==> config.mk <==
export PLATFORM = sky130hd
export DESIGN_NAME = rob_branch_unit
export DESIGN_NICKNAME = d
export VERILOG_FILES = /design/src/source/rob_pkg.sv /design/src/source/branch_pkg.sv /design/src/source/dispatch_alloc.sv /design/src/source/rob_bank.sv /design/src/source/commit_retire.sv /design/src/source/branch_fifo.sv /design/src/source/rob_branch_unit.sv
export VERILOG_INCLUDE_DIRS = /design/src /design/src/include
export SDC_FILE = /design/constraint.sdc
export NUM_CORES = 2
export LEC_CHECK = 0
export ABC_AREA = 1
export BUFFER_PORTS_ARGS = -buffer_cell sky130_fd_sc_hd__buf_2
export CORE_ASPECT_RATIO = 1.4
export CORE_MARGIN = 4
export CORE_UTILIZATION = 30
export CTS_BUF_LIST = sky130_fd_sc_hd__clkbuf_4 sky130_fd_sc_hd__clkbuf_8
export DETAILED_ROUTE_END_ITERATION = 8
export PLACE_DENSITY = 0.56
export SLEW_MARGIN = 25
export SYNTH_ARGS = -nofsm -noshare
export SYNTH_HDL_FRONTEND = slang
export SYNTH_SLANG_ARGS = --single-unit
==> constraint.sdc <==
create_clock -name clk -period 11.38 [get_ports clk]
set_input_delay 2.276 -clock clk [delete_from_list [all_inputs] [get_ports clk]]
set_output_delay 2.276 -clock clk [all_outputs]
set_load 0.02 [all_outputs]
==> src/include/rob_settings.svh <==
`ifndef ROB_SETTINGS_SVH
`define ROB_SETTINGS_SVH

// rob geometry
`define ROB_INDEX_BITS 6
`define ROB_DEPTH 64

// dispatch width, also the number of banks
`define ISSUE_WIDTH 4
`define BANK_ROWS 16   // ROB_DEPTH / ISSUE_WIDTH

// unresolved branches in flight
`define MAX_BRANCHES 2

`define INSTR_TAG_BITS 8

`endif

==> src/source/rob_pkg.sv <==
`include "rob_settings.svh"

package rob_pkg;

   typedef logic [`INSTR_TAG_BITS-1:0] instr_tag_t;
   typedef logic [`ROB_INDEX_BITS-1:0] rob_idx_t;
   typedef logic [`ROB_INDEX_BITS:0] rob_ptr_t;   // msb is the wrap bit
   typedef logic [$clog2(`BANK_ROWS)-1:0] bank_row_t;

   // one instruction offered at dispatch
   typedef struct packed {
      logic valid;
      logic is_branch;
      instr_tag_t tag;
   } disp_slot_t;

   typedef disp_slot_t [`ISSUE_WIDTH-1:0] disp_bundle_t;

   typedef struct packed {
      logic valid;
      logic done;
      logic is_branch;
      logic mispred;   // only meaningful on branches
      instr_tag_t tag;
   } rob_entry_t;

   typedef struct packed {
      logic enable;
      bank_row_t row;
      rob_entry_t entry;
   } bank_write_t;

   // group handed to the commit sink, tags[0] is the oldest
   typedef struct packed {
      logic [2:0] count;
      instr_tag_t [`ISSUE_WIDTH-1:0] tags;
      logic branch;    // last entry is a branch
      logic mispred;
   } commit_bundle_t;

   typedef struct packed {
      logic strobe;
      logic [2:0] count;
   } retire_t;

endpackage

==> src/source/branch_pkg.sv <==
`include "rob_settings.svh"

package branch_pkg;

   typedef logic [`ROB_INDEX_BITS-1:0] brnc_idx_t;

   // tracker slot, rob index of an unresolved branch
   typedef struct packed {
      logic valid;
      brnc_idx_t idx;
   } brnc_tag_t;

   typedef brnc_tag_t [`MAX_BRANCHES-1:0] br_alloc_t;   // [0] is older

   // single cycle completion pulse from execute
   typedef struct packed {
      logic valid;
      brnc_idx_t idx;
      logic mispred;
   } cmpl_t;

   // circular range [from_idx, to_idx) to squash
   typedef struct packed {
      logic valid;
      brnc_idx_t from_idx;
      brnc_idx_t to_idx;
   } flush_t;

endpackage

==> src/source/dispatch_alloc.sv <==
`include "rob_settings.svh"

module dispatch_alloc
(
   input  logic                                     clk,
   input  logic                                     rst_n,
   input  logic                                     disp_req,
   input  rob_pkg::disp_bundle_t                    disp_bundle,
   output logic                                     disp_ack,
   input  rob_pkg::rob_ptr_t                        rob_head,
   input  logic [1:0]                               br_free,
   input  branch_pkg::cmpl_t                        cmpl,
   output rob_pkg::bank_write_t [`ISSUE_WIDTH-1:0]  bank_wr,
   output branch_pkg::br_alloc_t                    br_alloc,
   output branch_pkg::flush_t                       flush
);

   rob_pkg::rob_ptr_t tail;
   rob_pkg::rob_ptr_t free_cnt;
   rob_pkg::rob_idx_t slot_idx [`ISSUE_WIDTH];
   rob_pkg::rob_idx_t rewind;   // entries younger than the branch
   logic [2:0] n_valid;
   logic [2:0] n_br;
   logic mispred;
   logic fits;
   logic accept;

   assign mispred = cmpl.valid & cmpl.mispred;

   always_comb
   begin
      n_valid = '0;
      n_br = '0;
      for (int k = 0; k < `ISSUE_WIDTH; k++)
      begin
         slot_idx[k] = tail[`ROB_INDEX_BITS-1:0] + rob_pkg::rob_idx_t'(k);
         n_valid += 3'(disp_bundle[k].valid);
         n_br += 3'(disp_bundle[k].valid & disp_bundle[k].is_branch);
      end
   end

   assign free_cnt = rob_pkg::rob_ptr_t'(`ROB_DEPTH) - (tail - rob_head);
   assign fits = (free_cnt >= rob_pkg::rob_ptr_t'(n_valid)) && ({1'b0, br_free} >= n_br);
   assign accept = disp_req & ~disp_ack & fits & ~mispred;   // mispredict wins the cycle

   // slot k lands in bank (tail+k)%4, all four banks differ
   always_comb
   begin
      bank_wr = '0;
      for (int k = 0; k < `ISSUE_WIDTH; k++)
      begin
         bank_wr[slot_idx[k][1:0]].enable = accept & disp_bundle[k].valid;
         bank_wr[slot_idx[k][1:0]].row = slot_idx[k][`ROB_INDEX_BITS-1:2];
         bank_wr[slot_idx[k][1:0]].entry.valid = 1'b1;
         bank_wr[slot_idx[k][1:0]].entry.is_branch = disp_bundle[k].is_branch;
         bank_wr[slot_idx[k][1:0]].entry.tag = disp_bundle[k].tag;
      end
   end

   // first two branches in program order
   always_comb
   begin
      br_alloc = '0;
      for (int k = 0; k < `ISSUE_WIDTH; k++)
      begin
         if (accept && disp_bundle[k].valid && disp_bundle[k].is_branch)
         begin
            if (!br_alloc[0].valid)
               br_alloc[0] = '{valid: 1'b1, idx: slot_idx[k]};
            else if (!br_alloc[1].valid)
               br_alloc[1] = '{valid: 1'b1, idx: slot_idx[k]};
         end
      end
   end

   assign rewind = tail[`ROB_INDEX_BITS-1:0] - cmpl.idx - 1'b1;

   assign flush.valid = mispred;
   assign flush.from_idx = cmpl.idx + 1'b1;
   assign flush.to_idx = tail[`ROB_INDEX_BITS-1:0];   // old tail, exclusive

   always_ff @(posedge clk or negedge rst_n)
   begin
      if (!rst_n)
      begin
         tail <= '0;
         disp_ack <= 1'b0;
      end
      else
      begin
         if (mispred)
            tail <= tail - rob_pkg::rob_ptr_t'(rewind);   // back to branch + 1
         else if (accept)
            tail <= tail + rob_pkg::rob_ptr_t'(n_valid);

         if (accept)
            disp_ack <= 1'b1;
         else if (!disp_req)
            disp_ack <= 1'b0;   // req seen low
      end
   end

endmodule

==> src/source/rob_bank.sv <==
`include "rob_settings.svh"

module rob_bank
#(
   parameter int BANK_ID = 0
)
(
   input  logic                  clk,
   input  logic                  rst_n,
   input  rob_pkg::bank_write_t  bank_wr,
   input  branch_pkg::cmpl_t     cmpl,
   input  branch_pkg::flush_t    flush,
   input  rob_pkg::rob_ptr_t     rob_head,
   input  rob_pkg::retire_t      retire,
   output rob_pkg::rob_entry_t   head_entry
);

   localparam logic [1:0] LANE = 2'(BANK_ID);

   rob_pkg::rob_entry_t entries [`BANK_ROWS];
   rob_pkg::rob_idx_t head_idx;
   rob_pkg::rob_idx_t lane_idx;
   rob_pkg::rob_idx_t flush_len;
   logic [1:0] lane_ofs;
   logic [`BANK_ROWS-1:0] clr;
   logic [`BANK_ROWS-1:0] hit;

   // oldest index at or after head that lives in this bank
   assign head_idx = rob_head[`ROB_INDEX_BITS-1:0];
   assign lane_ofs = LANE - head_idx[1:0];
   assign lane_idx = head_idx + rob_pkg::rob_idx_t'(lane_ofs);
   assign head_entry = entries[lane_idx[`ROB_INDEX_BITS-1:2]];

   assign flush_len = flush.to_idx - flush.from_idx;

   for (genvar r = 0; r < `BANK_ROWS; r++)
   begin : g_row
      rob_pkg::rob_idx_t idx;

      assign idx = {rob_pkg::bank_row_t'(r), LANE};
      // circular range tests, 6 bit wrap
      assign clr[r] = (flush.valid && ((idx - flush.from_idx) < flush_len)) ||
                      (retire.strobe && ((idx - head_idx) < rob_pkg::rob_idx_t'(retire.count)));
      assign hit[r] = cmpl.valid && (cmpl.idx == idx);
   end

   always_ff @(posedge clk or negedge rst_n)
   begin
      if (!rst_n)
      begin
         for (int r = 0; r < `BANK_ROWS; r++)
            entries[r] <= '0;
      end
      else
      begin
         for (int r = 0; r < `BANK_ROWS; r++)
         begin
            if (clr[r])
               entries[r] <= '0;
            else if (bank_wr.enable && (bank_wr.row == rob_pkg::bank_row_t'(r)))
               entries[r] <= bank_wr.entry;
            else if (hit[r] && entries[r].valid)
            begin
               entries[r].done <= 1'b1;
               entries[r].mispred <= cmpl.mispred;
            end
         end
      end
   end

endmodule

==> src/source/commit_retire.sv <==
`include "rob_settings.svh"

module commit_retire
(
   input  logic                                    clk,
   input  logic                                    rst_n,
   input  rob_pkg::rob_entry_t [`ISSUE_WIDTH-1:0]  head_entry,
   output logic                                    commit_req,
   input  logic                                    commit_ack,
   output rob_pkg::commit_bundle_t                 commit_bundle,
   output rob_pkg::rob_ptr_t                       rob_head,
   output rob_pkg::retire_t                        retire,
   output branch_pkg::brnc_tag_t                   br_commit
);

   typedef enum logic [1:0]
   {
      ST_IDLE,
      ST_REQ,    // req high, waiting for ack
      ST_WAIT    // waiting for ack to drop
   } state_t;

   state_t state;
   rob_pkg::rob_entry_t [`ISSUE_WIDTH-1:0] aged;
   rob_pkg::commit_bundle_t group;
   logic grp_open;
   logic start;

   // aged[0] is the entry at the head
   always_comb
   begin
      for (int k = 0; k < `ISSUE_WIDTH; k++)
         aged[k] = head_entry[rob_head[1:0] + 2'(k)];
   end

   // consecutive done entries, closed by the first branch
   always_comb
   begin
      group = '0;
      grp_open = 1'b1;
      for (int k = 0; k < `ISSUE_WIDTH; k++)
      begin
         if (grp_open && aged[k].valid && aged[k].done)
         begin
            group.count = 3'(k + 1);
            group.tags[k] = aged[k].tag;
            group.branch = aged[k].is_branch;
            group.mispred = aged[k].mispred;
            if (aged[k].is_branch)
               grp_open = 1'b0;
         end
         else
            grp_open = 1'b0;
      end
   end

   assign start = (state == ST_IDLE) && (group.count != '0);
   assign commit_req = (state == ST_REQ);

   assign retire.strobe = commit_req & commit_ack;
   assign retire.count = commit_bundle.count;

   // last entry of the group is the branch
   assign br_commit.valid = retire.strobe & commit_bundle.branch;
   assign br_commit.idx = rob_head[`ROB_INDEX_BITS-1:0] +
                          rob_pkg::rob_idx_t'(commit_bundle.count) - 1'b1;

   always_ff @(posedge clk or negedge rst_n)
   begin
      if (!rst_n)
      begin
         state <= ST_IDLE;
         rob_head <= '0;
      end
      else
      begin
         case (state)
            ST_IDLE:
            begin
               if (start)
                  state <= ST_REQ;
            end
            ST_REQ:
            begin
               if (commit_ack)
               begin
                  rob_head <= rob_head + rob_pkg::rob_ptr_t'(commit_bundle.count);
                  state <= ST_WAIT;
               end
            end
            ST_WAIT:
            begin
               if (!commit_ack)
                  state <= ST_IDLE;
            end
            default:
               state <= ST_IDLE;
         endcase
      end
   end

   // held stable for the whole handshake
   always_ff @(posedge clk)
   begin
      if (start)
         commit_bundle <= group;
   end

endmodule

==> src/source/branch_fifo.sv <==
`include "rob_settings.svh"

module branch_fifo
(
   input  logic                   clk,
   input  logic                   rst_n,
   input  branch_pkg::br_alloc_t  br_alloc,
   input  branch_pkg::brnc_tag_t  br_commit,
   input  branch_pkg::cmpl_t      cmpl,
   output logic [1:0]             br_free
);

   branch_pkg::brnc_tag_t [`MAX_BRANCHES-1:0] slots;
   logic head;    // oldest branch
   logic tail;    // next slot to fill
   logic young;
   logic head_match_cmt;
   logic head_match_mis;
   logic pop_head;
   logic drop_young;
   logic [1:0] n_alloc;

   assign young = head + 1'b1;

   assign head_match_cmt = slots[head].valid && (br_commit.idx == slots[head].idx);
   assign head_match_mis = slots[head].valid && (cmpl.idx == slots[head].idx);

   // oldest branch retired
   assign pop_head = br_commit.valid && head_match_cmt;
   // oldest mispredicted, so the younger one is on the wrong path
   assign drop_young = cmpl.valid && cmpl.mispred && head_match_mis && slots[young].valid;

   assign n_alloc = 2'(br_alloc[0].valid) + 2'(br_alloc[1].valid);
   assign br_free = 2'(!slots[0].valid) + 2'(!slots[1].valid);

   always_ff @(posedge clk or negedge rst_n)
   begin
      if (!rst_n)
      begin
         slots <= '0;
         head <= 1'b0;
         tail <= 1'b0;
      end
      else
      begin
         if (pop_head)
         begin
            slots[head].valid <= 1'b0;
            head <= young;
         end

         if (drop_young)
         begin
            slots[young].valid <= 1'b0;
            tail <= young;
         end
         else if (n_alloc != 2'd0)
         begin
            slots[tail] <= br_alloc[0];
            if (br_alloc[1].valid)
               slots[tail + 1'b1] <= br_alloc[1];
            tail <= tail + n_alloc[0];   // two slots wrap back to tail
         end
      end
   end

endmodule

==> src/source/rob_branch_unit.sv <==
`include "rob_settings.svh"

module rob_branch_unit
(
   input  logic                     clk,
   input  logic                     rst_n,
   input  logic                     disp_req,
   input  rob_pkg::disp_bundle_t    disp_bundle,
   output logic                     disp_ack,
   input  branch_pkg::cmpl_t        cmpl,
   output logic                     commit_req,
   input  logic                     commit_ack,
   output rob_pkg::commit_bundle_t  commit_bundle
);

   rob_pkg::bank_write_t [`ISSUE_WIDTH-1:0] bank_wr;
   rob_pkg::rob_entry_t [`ISSUE_WIDTH-1:0] head_entry;
   rob_pkg::rob_ptr_t rob_head;
   rob_pkg::retire_t retire;
   branch_pkg::br_alloc_t br_alloc;
   branch_pkg::brnc_tag_t br_commit;
   branch_pkg::flush_t flush;
   logic [1:0] br_free;

   dispatch_alloc u_dispatch_alloc
   (
      .clk         (clk),
      .rst_n       (rst_n),
      .disp_req    (disp_req),
      .disp_bundle (disp_bundle),
      .disp_ack    (disp_ack),
      .rob_head    (rob_head),
      .br_free     (br_free),
      .cmpl        (cmpl),
      .bank_wr     (bank_wr),
      .br_alloc    (br_alloc),
      .flush       (flush)
   );

   for (genvar b = 0; b < `ISSUE_WIDTH; b++)
   begin : g_bank
      rob_bank
      #(
         .BANK_ID (b)
      )
      u_rob_bank
      (
         .clk        (clk),
         .rst_n      (rst_n),
         .bank_wr    (bank_wr[b]),
         .cmpl       (cmpl),
         .flush      (flush),
         .rob_head   (rob_head),
         .retire     (retire),
         .head_entry (head_entry[b])
      );
   end

   commit_retire u_commit_retire
   (
      .clk           (clk),
      .rst_n         (rst_n),
      .head_entry    (head_entry),
      .commit_req    (commit_req),
      .commit_ack    (commit_ack),
      .commit_bundle (commit_bundle),
      .rob_head      (rob_head),
      .retire        (retire),
      .br_commit     (br_commit)
   );

   branch_fifo u_branch_fifo
   (
      .clk       (clk),
      .rst_n     (rst_n),
      .br_alloc  (br_alloc),
      .br_commit (br_commit),
      .cmpl      (cmpl),
      .br_free   (br_free)
   );

endmodule

* Word level (Yosys, flattened, before mapping) *
Index checks and enable logic that the tools add are counted.

word-level totals
  input bits = 52
  bits in latches = 0
  RAM bits = 0
  output and inout port bits = 39
  memories = 0
  logic and storage cells = 2012
  flip-flop bits (word level) = 838
  bits in read-only memories = 0

cells by class
  multipliers = 0
  add/sub/neg operators = 164
  reductions and logical operators = 557
  shift operators = 0
  multiplexer cells = 648
  magnitude comparators = 154
  bitwise operators = 21
  div/mod/pow operators = 0
  equality and inequality tests = 131

operators with widths
  operator             number
  $bwmux 68            19
  $mux 12              80
  $demux 17 s2         20
  $mux 8               68
  $mux 1               395
  $lt 6x3->1           64
  $lt 6x6->1           64
  $sub 6x6->6 const A  64
  $logic_and 1x1->1    351
  $reduce_bool 3->1    65
  $bmux 12 s4          4
  $eq 6x6->1 const B   32
  $sub 5x6->6 const A  32
  $reduce_bool 2->1    67
  $eq 4x4->1 const B   32
  $mux 14              7
  $mux 7               14
  $bmux 12 s2          4
  $eq 6x5->1 const B   16
  $sub 4x6->6 const A  16
  $and 68x68->68       1
  $mux 17              4
  $eq 4x3->1 const B   16
  $logic_or 1x1->1     64
  57 further kinds     176

* Longest topological paths before layout *
  depth after elaboration = 33
  depth in mapped cells = 26
  depth with buffers taken out = 24

* By module *
From an unflattened synthesis, not the netlist that was laid out.

second synthesis, totals
  cell total of the unflattened synthesis = 8139
  area total of the unflattened synthesis = 56755.7 um^2

by module, submodules not included
  module                            instances  area each (um^2)  cells an instance  seq. area each (um^2)
  rob_bank at g_bank[2].u_rob_bank  1          12291.8           1760               4804.6
  rob_bank at g_bank[1].u_rob_bank  1          12119.1           1667               4804.6
  rob_bank at g_bank[0].u_rob_bank  1          12075.3           1736               4804.6
  rob_bank at g_bank[3].u_rob_bank  1          11693.7           1648               4804.6
  dispatch_alloc                    1          3915.0            680                200.2
  commit_retire                     1          3264.4            422                1336.3
  branch_fifo                       1          1396.3            226                400.4

* Least setup slack after synthesis *
OpenSTA, ideal clock, no wires.

  path kind = input-to-reg
  from = in cmpl[1] (netlist bit)
  to = reg g_bank[2].u_rob_bank.entries[145] (netlist bit)
  cell stages on the path = 20
  required time = 11.315 ns
  path buffers = 3
  arrival = 8.604 ns
  setup slack = 2.711 ns
  library setup time = 0.065 ns
  cells stage by stage = ha_1 -> inv_1 -> nor2_1 -> inv_1 -> nand2_1 -> nand2_1 -> clkbuf_1 -> buf_1 -> ha_1 -> a21oi_1 -> xnor2_1 -> ha_1 -> a21oi_1 -> nor3_1 -> a31oi_1 -> buf_2 -> clkinv_1 -> nor2_1 -> nand2_1 -> nand2_1

on the way
  longest elaborated chain between the ends = 6
  elaborated cells on any way between the ends = 8
  those cells by class = add/sub: 3; order compare: 1; mux: 1; reduce/logical: 3

ends and longest elaborated chain
  what                                          line                            source
  start, declared                               rob_branch_unit.sv:10           input branch_pkg::cmpl_t cmpl,
  $add 6x1->6 *                                 dispatch_alloc.sv:79            assign flush.from_idx = cmpl.idx + 1'b1;
  $sub 4x6->6 or $sub 6x6->6 (tied branches)    rob_bank.sv:42, rob_bank.sv:34
  $lt 6x6->1 *                                  rob_bank.sv:42                  assign clr[r] = (flush.valid && ((idx - flush.from_idx) < flush_len)) ||
  $logic_and 1x1->1 *                           rob_bank.sv:42
  $logic_or 1x1->1 *                            rob_bank.sv:42
  $mux 12 or $reduce_bool 2->1 (tied branches)  -
  end signal, assigned by index                 rob_bank.sv:61                  entries[r] <= bank_wr.entry;
  end, declared                                 rob_bank.sv:20                  rob_pkg::rob_entry_t entries [`BANK_ROWS];

Every way passes the cells marked *; elsewhere a longest branch is shown, timed or not.
A chain may end at the register's enable or synchronous reset.

* Worst setup path in the final report *
  from = in cmpl[1] (netlist bit)
  to = reg g_bank[1].u_rob_bank.entries[64] (netlist bit)

on the way
  longest elaborated chain between the ends = 6
  elaborated cells on any way between the ends = 8
  those cells by class = add/sub: 3; order compare: 1; mux: 1; reduce/logical: 3

ends and longest elaborated chain
  what                                          line
  $add 6x1->6 *                                 dispatch_alloc.sv:79
  $sub 6x6->6, on equally long branches         rob_bank.sv:42, rob_bank.sv:34
  $lt 6x6->1 *                                  rob_bank.sv:42
  $logic_and 1x1->1 *                           rob_bank.sv:42
  $logic_or 1x1->1 *                            rob_bank.sv:42
  $mux 12 or $reduce_bool 2->1 (tied branches)  -
  end signal, assigned by index                 rob_bank.sv:61
  end, declared                                 rob_bank.sv:20

Marked as above.

==> reports/summary.txt <==
Status -> finished, final reports clean
Antenna Nets Post-Route -> 0
Origin of the worst setup path -> cmpl[1]
GR Util met3 -> 3.827%
Worst Hold Launch -> g_bank[3].u_rob_bank.entries[173]$_DFFE_PN0N_
Top cells by count, synth -> 2260 x nand2_1, 1020 x nand3_1, 801 x dfrtp_1, 749 x nor2_1, 516 x inv_1
Clk_skew -> 0.06493 ns
Min-Delay Path Class -> flip-flop to flip-flop
Port Buffer Count -> 90
Synth unique cells -> 61
Asr flop ratio synth -> 95.58%
Number of synthesis warnings -> 0
Number of synthesized register bits -> 838
Total CTS buffers -> 141
M2 GR Usage -> 36.70%
Vias -> 52630
Setup TNS -> 0 ns
Clock sink total -> 838
Layout Nets -> 7782
CTS H-Tree Depth -> 4
Fraction of layout cells with a size suffix above 1 -> 8.262%
Root Buffer -> clkbuf_8
Fin crit period -> 6.722 ns
Tot Pwr -> 20740 uW
Syn_area_per_cell -> 7.115 um2
Top cells by area, synth -> dfrtp_1 37%, nand2_1 16%, nand3_1 9.5%
Power Density -> 347.8 nW/um2
Area growth syn-to-layout -> 10.55%
Leakage -> 0.03019 uW
FMAX -> 0.1488 GHz
Largest area contributor in the netlist -> dfrtp_1
CORE AREA -> 178100 um2
Post-Syn Instances -> 7582
Clock buffer depth -> 3
Max VDD drop -> 0.0003351 V
Critical setup path kind -> primary input to flip-flop
RSZ-0062 raised after global routing -> no
Final hold viol count -> 0
Die W -> 366.4 um
First-pass GRT wire length -> 319.9 mm
Most frequent cell after synthesis -> nand2_1
Util after Layout -> 33.48%
Synthesized area -> 53950 um2
Multi-input gate area -> 28930 um2
Worst EP arrival -> 7.52 ns
Post-Syn Nets -> 7882
Reg-to-reg startpoint -> u_commit_retire.rob_head[1]$_DFFE_PN0P_
Post-CTS Resized -> 0
Worst skew pair latency -> 0.92 ns
Row cnt -> 183
Seq. cell area -> 21160 um2
Worst slew margin relative to its limit -> 23.80%
Initial Util -> 30.29%
Worst-Margin Slew -> 1.131 ns
Post-synthesis sequential area ratio -> 39.21%
Die Y-Extent -> 509.8 um
Die ar. -> 186800 um2
Num ports -> 91
Drt wl/cell -> 21.58 um
Initial antenna violation count -> 11
CP endpoint kind -> flip-flop
Detailed Routing Iterations Pass 1 -> 7
Synth top area share -> 37.15%
Hpwl dp -> 151.2 mm
Max Cap Violations -> 0
CP Max Fanout -> 44
GR Util All Layers -> 22.26%
Top_reg_cell synth -> dfrtp_1
Total grt overflow -> 0
Layout fillers -> 19240
Setup bufs post-CTS -> 0
Largest net degree at the start of global routing -> 184
Drc violations -> 0
DR iter-0 viols -> 4796
Vias in the first global route -> 50290
CP Launch Type -> primary input
TritonCTS clock tree -> built
GRT busiest layer -> met2
Worst-path clk slew -> 0.06 ns
Worst endpoint required time -> 12.18 ns
Post-synth EDFFs -> 37
Hold_buf cts -> 0
Placer Congestion -> 0.9480
Grt met1 use -> 27.50%
Fin. max-slew vios -> 0
Fin crit share -> 59.07%
Number of vias per cell -> 5.313
Final number of setup-violating endpoints -> 0
WL final -> 213.8 mm
[power breakdown]
| part | internal [uW] | switching [uW] |
|---|---|---|
| sequential | 3890 | 588 |
| combinational | 3390 | 9890 |
| clock | 1630 | 1360 |
[cells in the final DEF (no fill, tap or decap), drive strengths merged, types with 14 or more instances in the layout]
cell / n
a211oi: 30
a21oi: 263
a31oi: 36
buf: 201
clkbuf: 215
clkinv: 58
dfrtp: 801
edfxtp: 37
ha: 238
inv: 550
nand2: 2272
nand3: 1037
nand3b: 14
nand4: 168
nor2: 807
nor3: 75
o211ai: 29
o21ai: 407
o221ai: 67
o22ai: 22
o31ai: 17
or2: 14
xnor2: 25
xor2: 101
[worst max-delay path, cell delays in order]
cell,delay [ns]
buf_2,0.25
ha_1,0.33
inv_1,0.13
nor2_1,0.16
inv_1,0.15
nand2_1,0.09
nand2_1,0.54
ha_1,0.59
a21oi_1,0.25
xnor2_2,0.15
buf_4,0.47
ha_1,0.33
inv_1,0.05
o21ai_0,0.07
o21ai_0,0.27
clkinv_1,0.62
nand2_1,0.52
nand3_1,0.12
nand2_1,0.08
[worst paths after layout]
path | endpoint | slack [ns] | cells past startpoint
worst max-delay path | g_bank[1].u_rob_bank.entries[64]$_DFFE_PN0N_ | 4.66 | 19
worst min-delay path | g_bank[3].u_rob_bank.entries[173]$_DFFE_PN0N_ | 0.49 | 2
worst max register to register | u_commit_retire.commit_bundle[30]$_SDFFCE_PN0P_ | 5.47 | 20
worst min register to register | g_bank[3].u_rob_bank.entries[173]$_DFFE_PN0N_ | 0.49 | 2
max in group asynchronous | g_bank[2].u_rob_bank.entries[125]$_DFFE_PN0N_ | 7.52 | 4
min in group asynchronous | u_branch_fifo.slots[9]$_DFFE_PN0P_ | 1.44 | 1
[layout make-up]
type                    instances  area share (%)
multi-input cells            5716           48.50
flip-flops and latches        838           35.49
well taps                    2312           4.850
clock buffers                 215           4.510
inverters                     584           3.678
repair buffers                201           2.366
clock inverters                35          0.5895
diodes                          5         0.02098
[per-stage QoR]
step           std cells  hold WS (ns)  instance area, um2  setup WS (ns)
2_1_floorplan       7582        0.4634               53950          2.711
3_3_place_gp        9646        0.4758               56410          3.604
5_1_grt             9902        0.5154               59630          4.247
6_report            9906        0.4950               59640          4.658
4_1_cts             9898        0.4958               59530          4.729
3_5_place_dp        9648        0.4815               56490          3.734
[kinds of logic (layout without fill, tap and decap cells)]
| kind of cell | count (synthesis) | after routing | share of synthesized area [%] |
|---|---|---|---|
| simple gates | 4393 | 4393 | 34.80 |
| buf+inv | 1028 | 1035 | 7.762 |
| compound gates | 944 | 944 | 10.15 |
| flops | 838 | 838 | 39.21 |
| fa+ha+maj | 248 | 248 | 5.891 |
| xor+xnor | 126 | 126 | 2.087 |
| mux | 5 | 5 | 0.09277 |
| other cells | 0 | 5 | 0 |
[metal layers]
layer | up-vias | part of all wire, %
met2 | 1991 | 46
li1 | 24740 | -
met1 | 25390 | 40
met3 | 507 | 6.8
met4 | 2 | 6.5
met5 | - | 0.0061
[flip-flops by register name (all words and copies together) (netlist names)]
signal / flops
u_commit_retire.rob_head: 7
u_branch_fifo.tail: 1
u_branch_fifo.head: 1
u_commit_retire.state: 2
u_dispatch_alloc.disp_ack: 1
u_dispatch_alloc.tail: 7
g_bank.u_rob_bank.entries: 768
u_commit_retire.commit_bundle: 37
u_branch_fifo.slots: 14
Power figures use the tool's default switching activity.
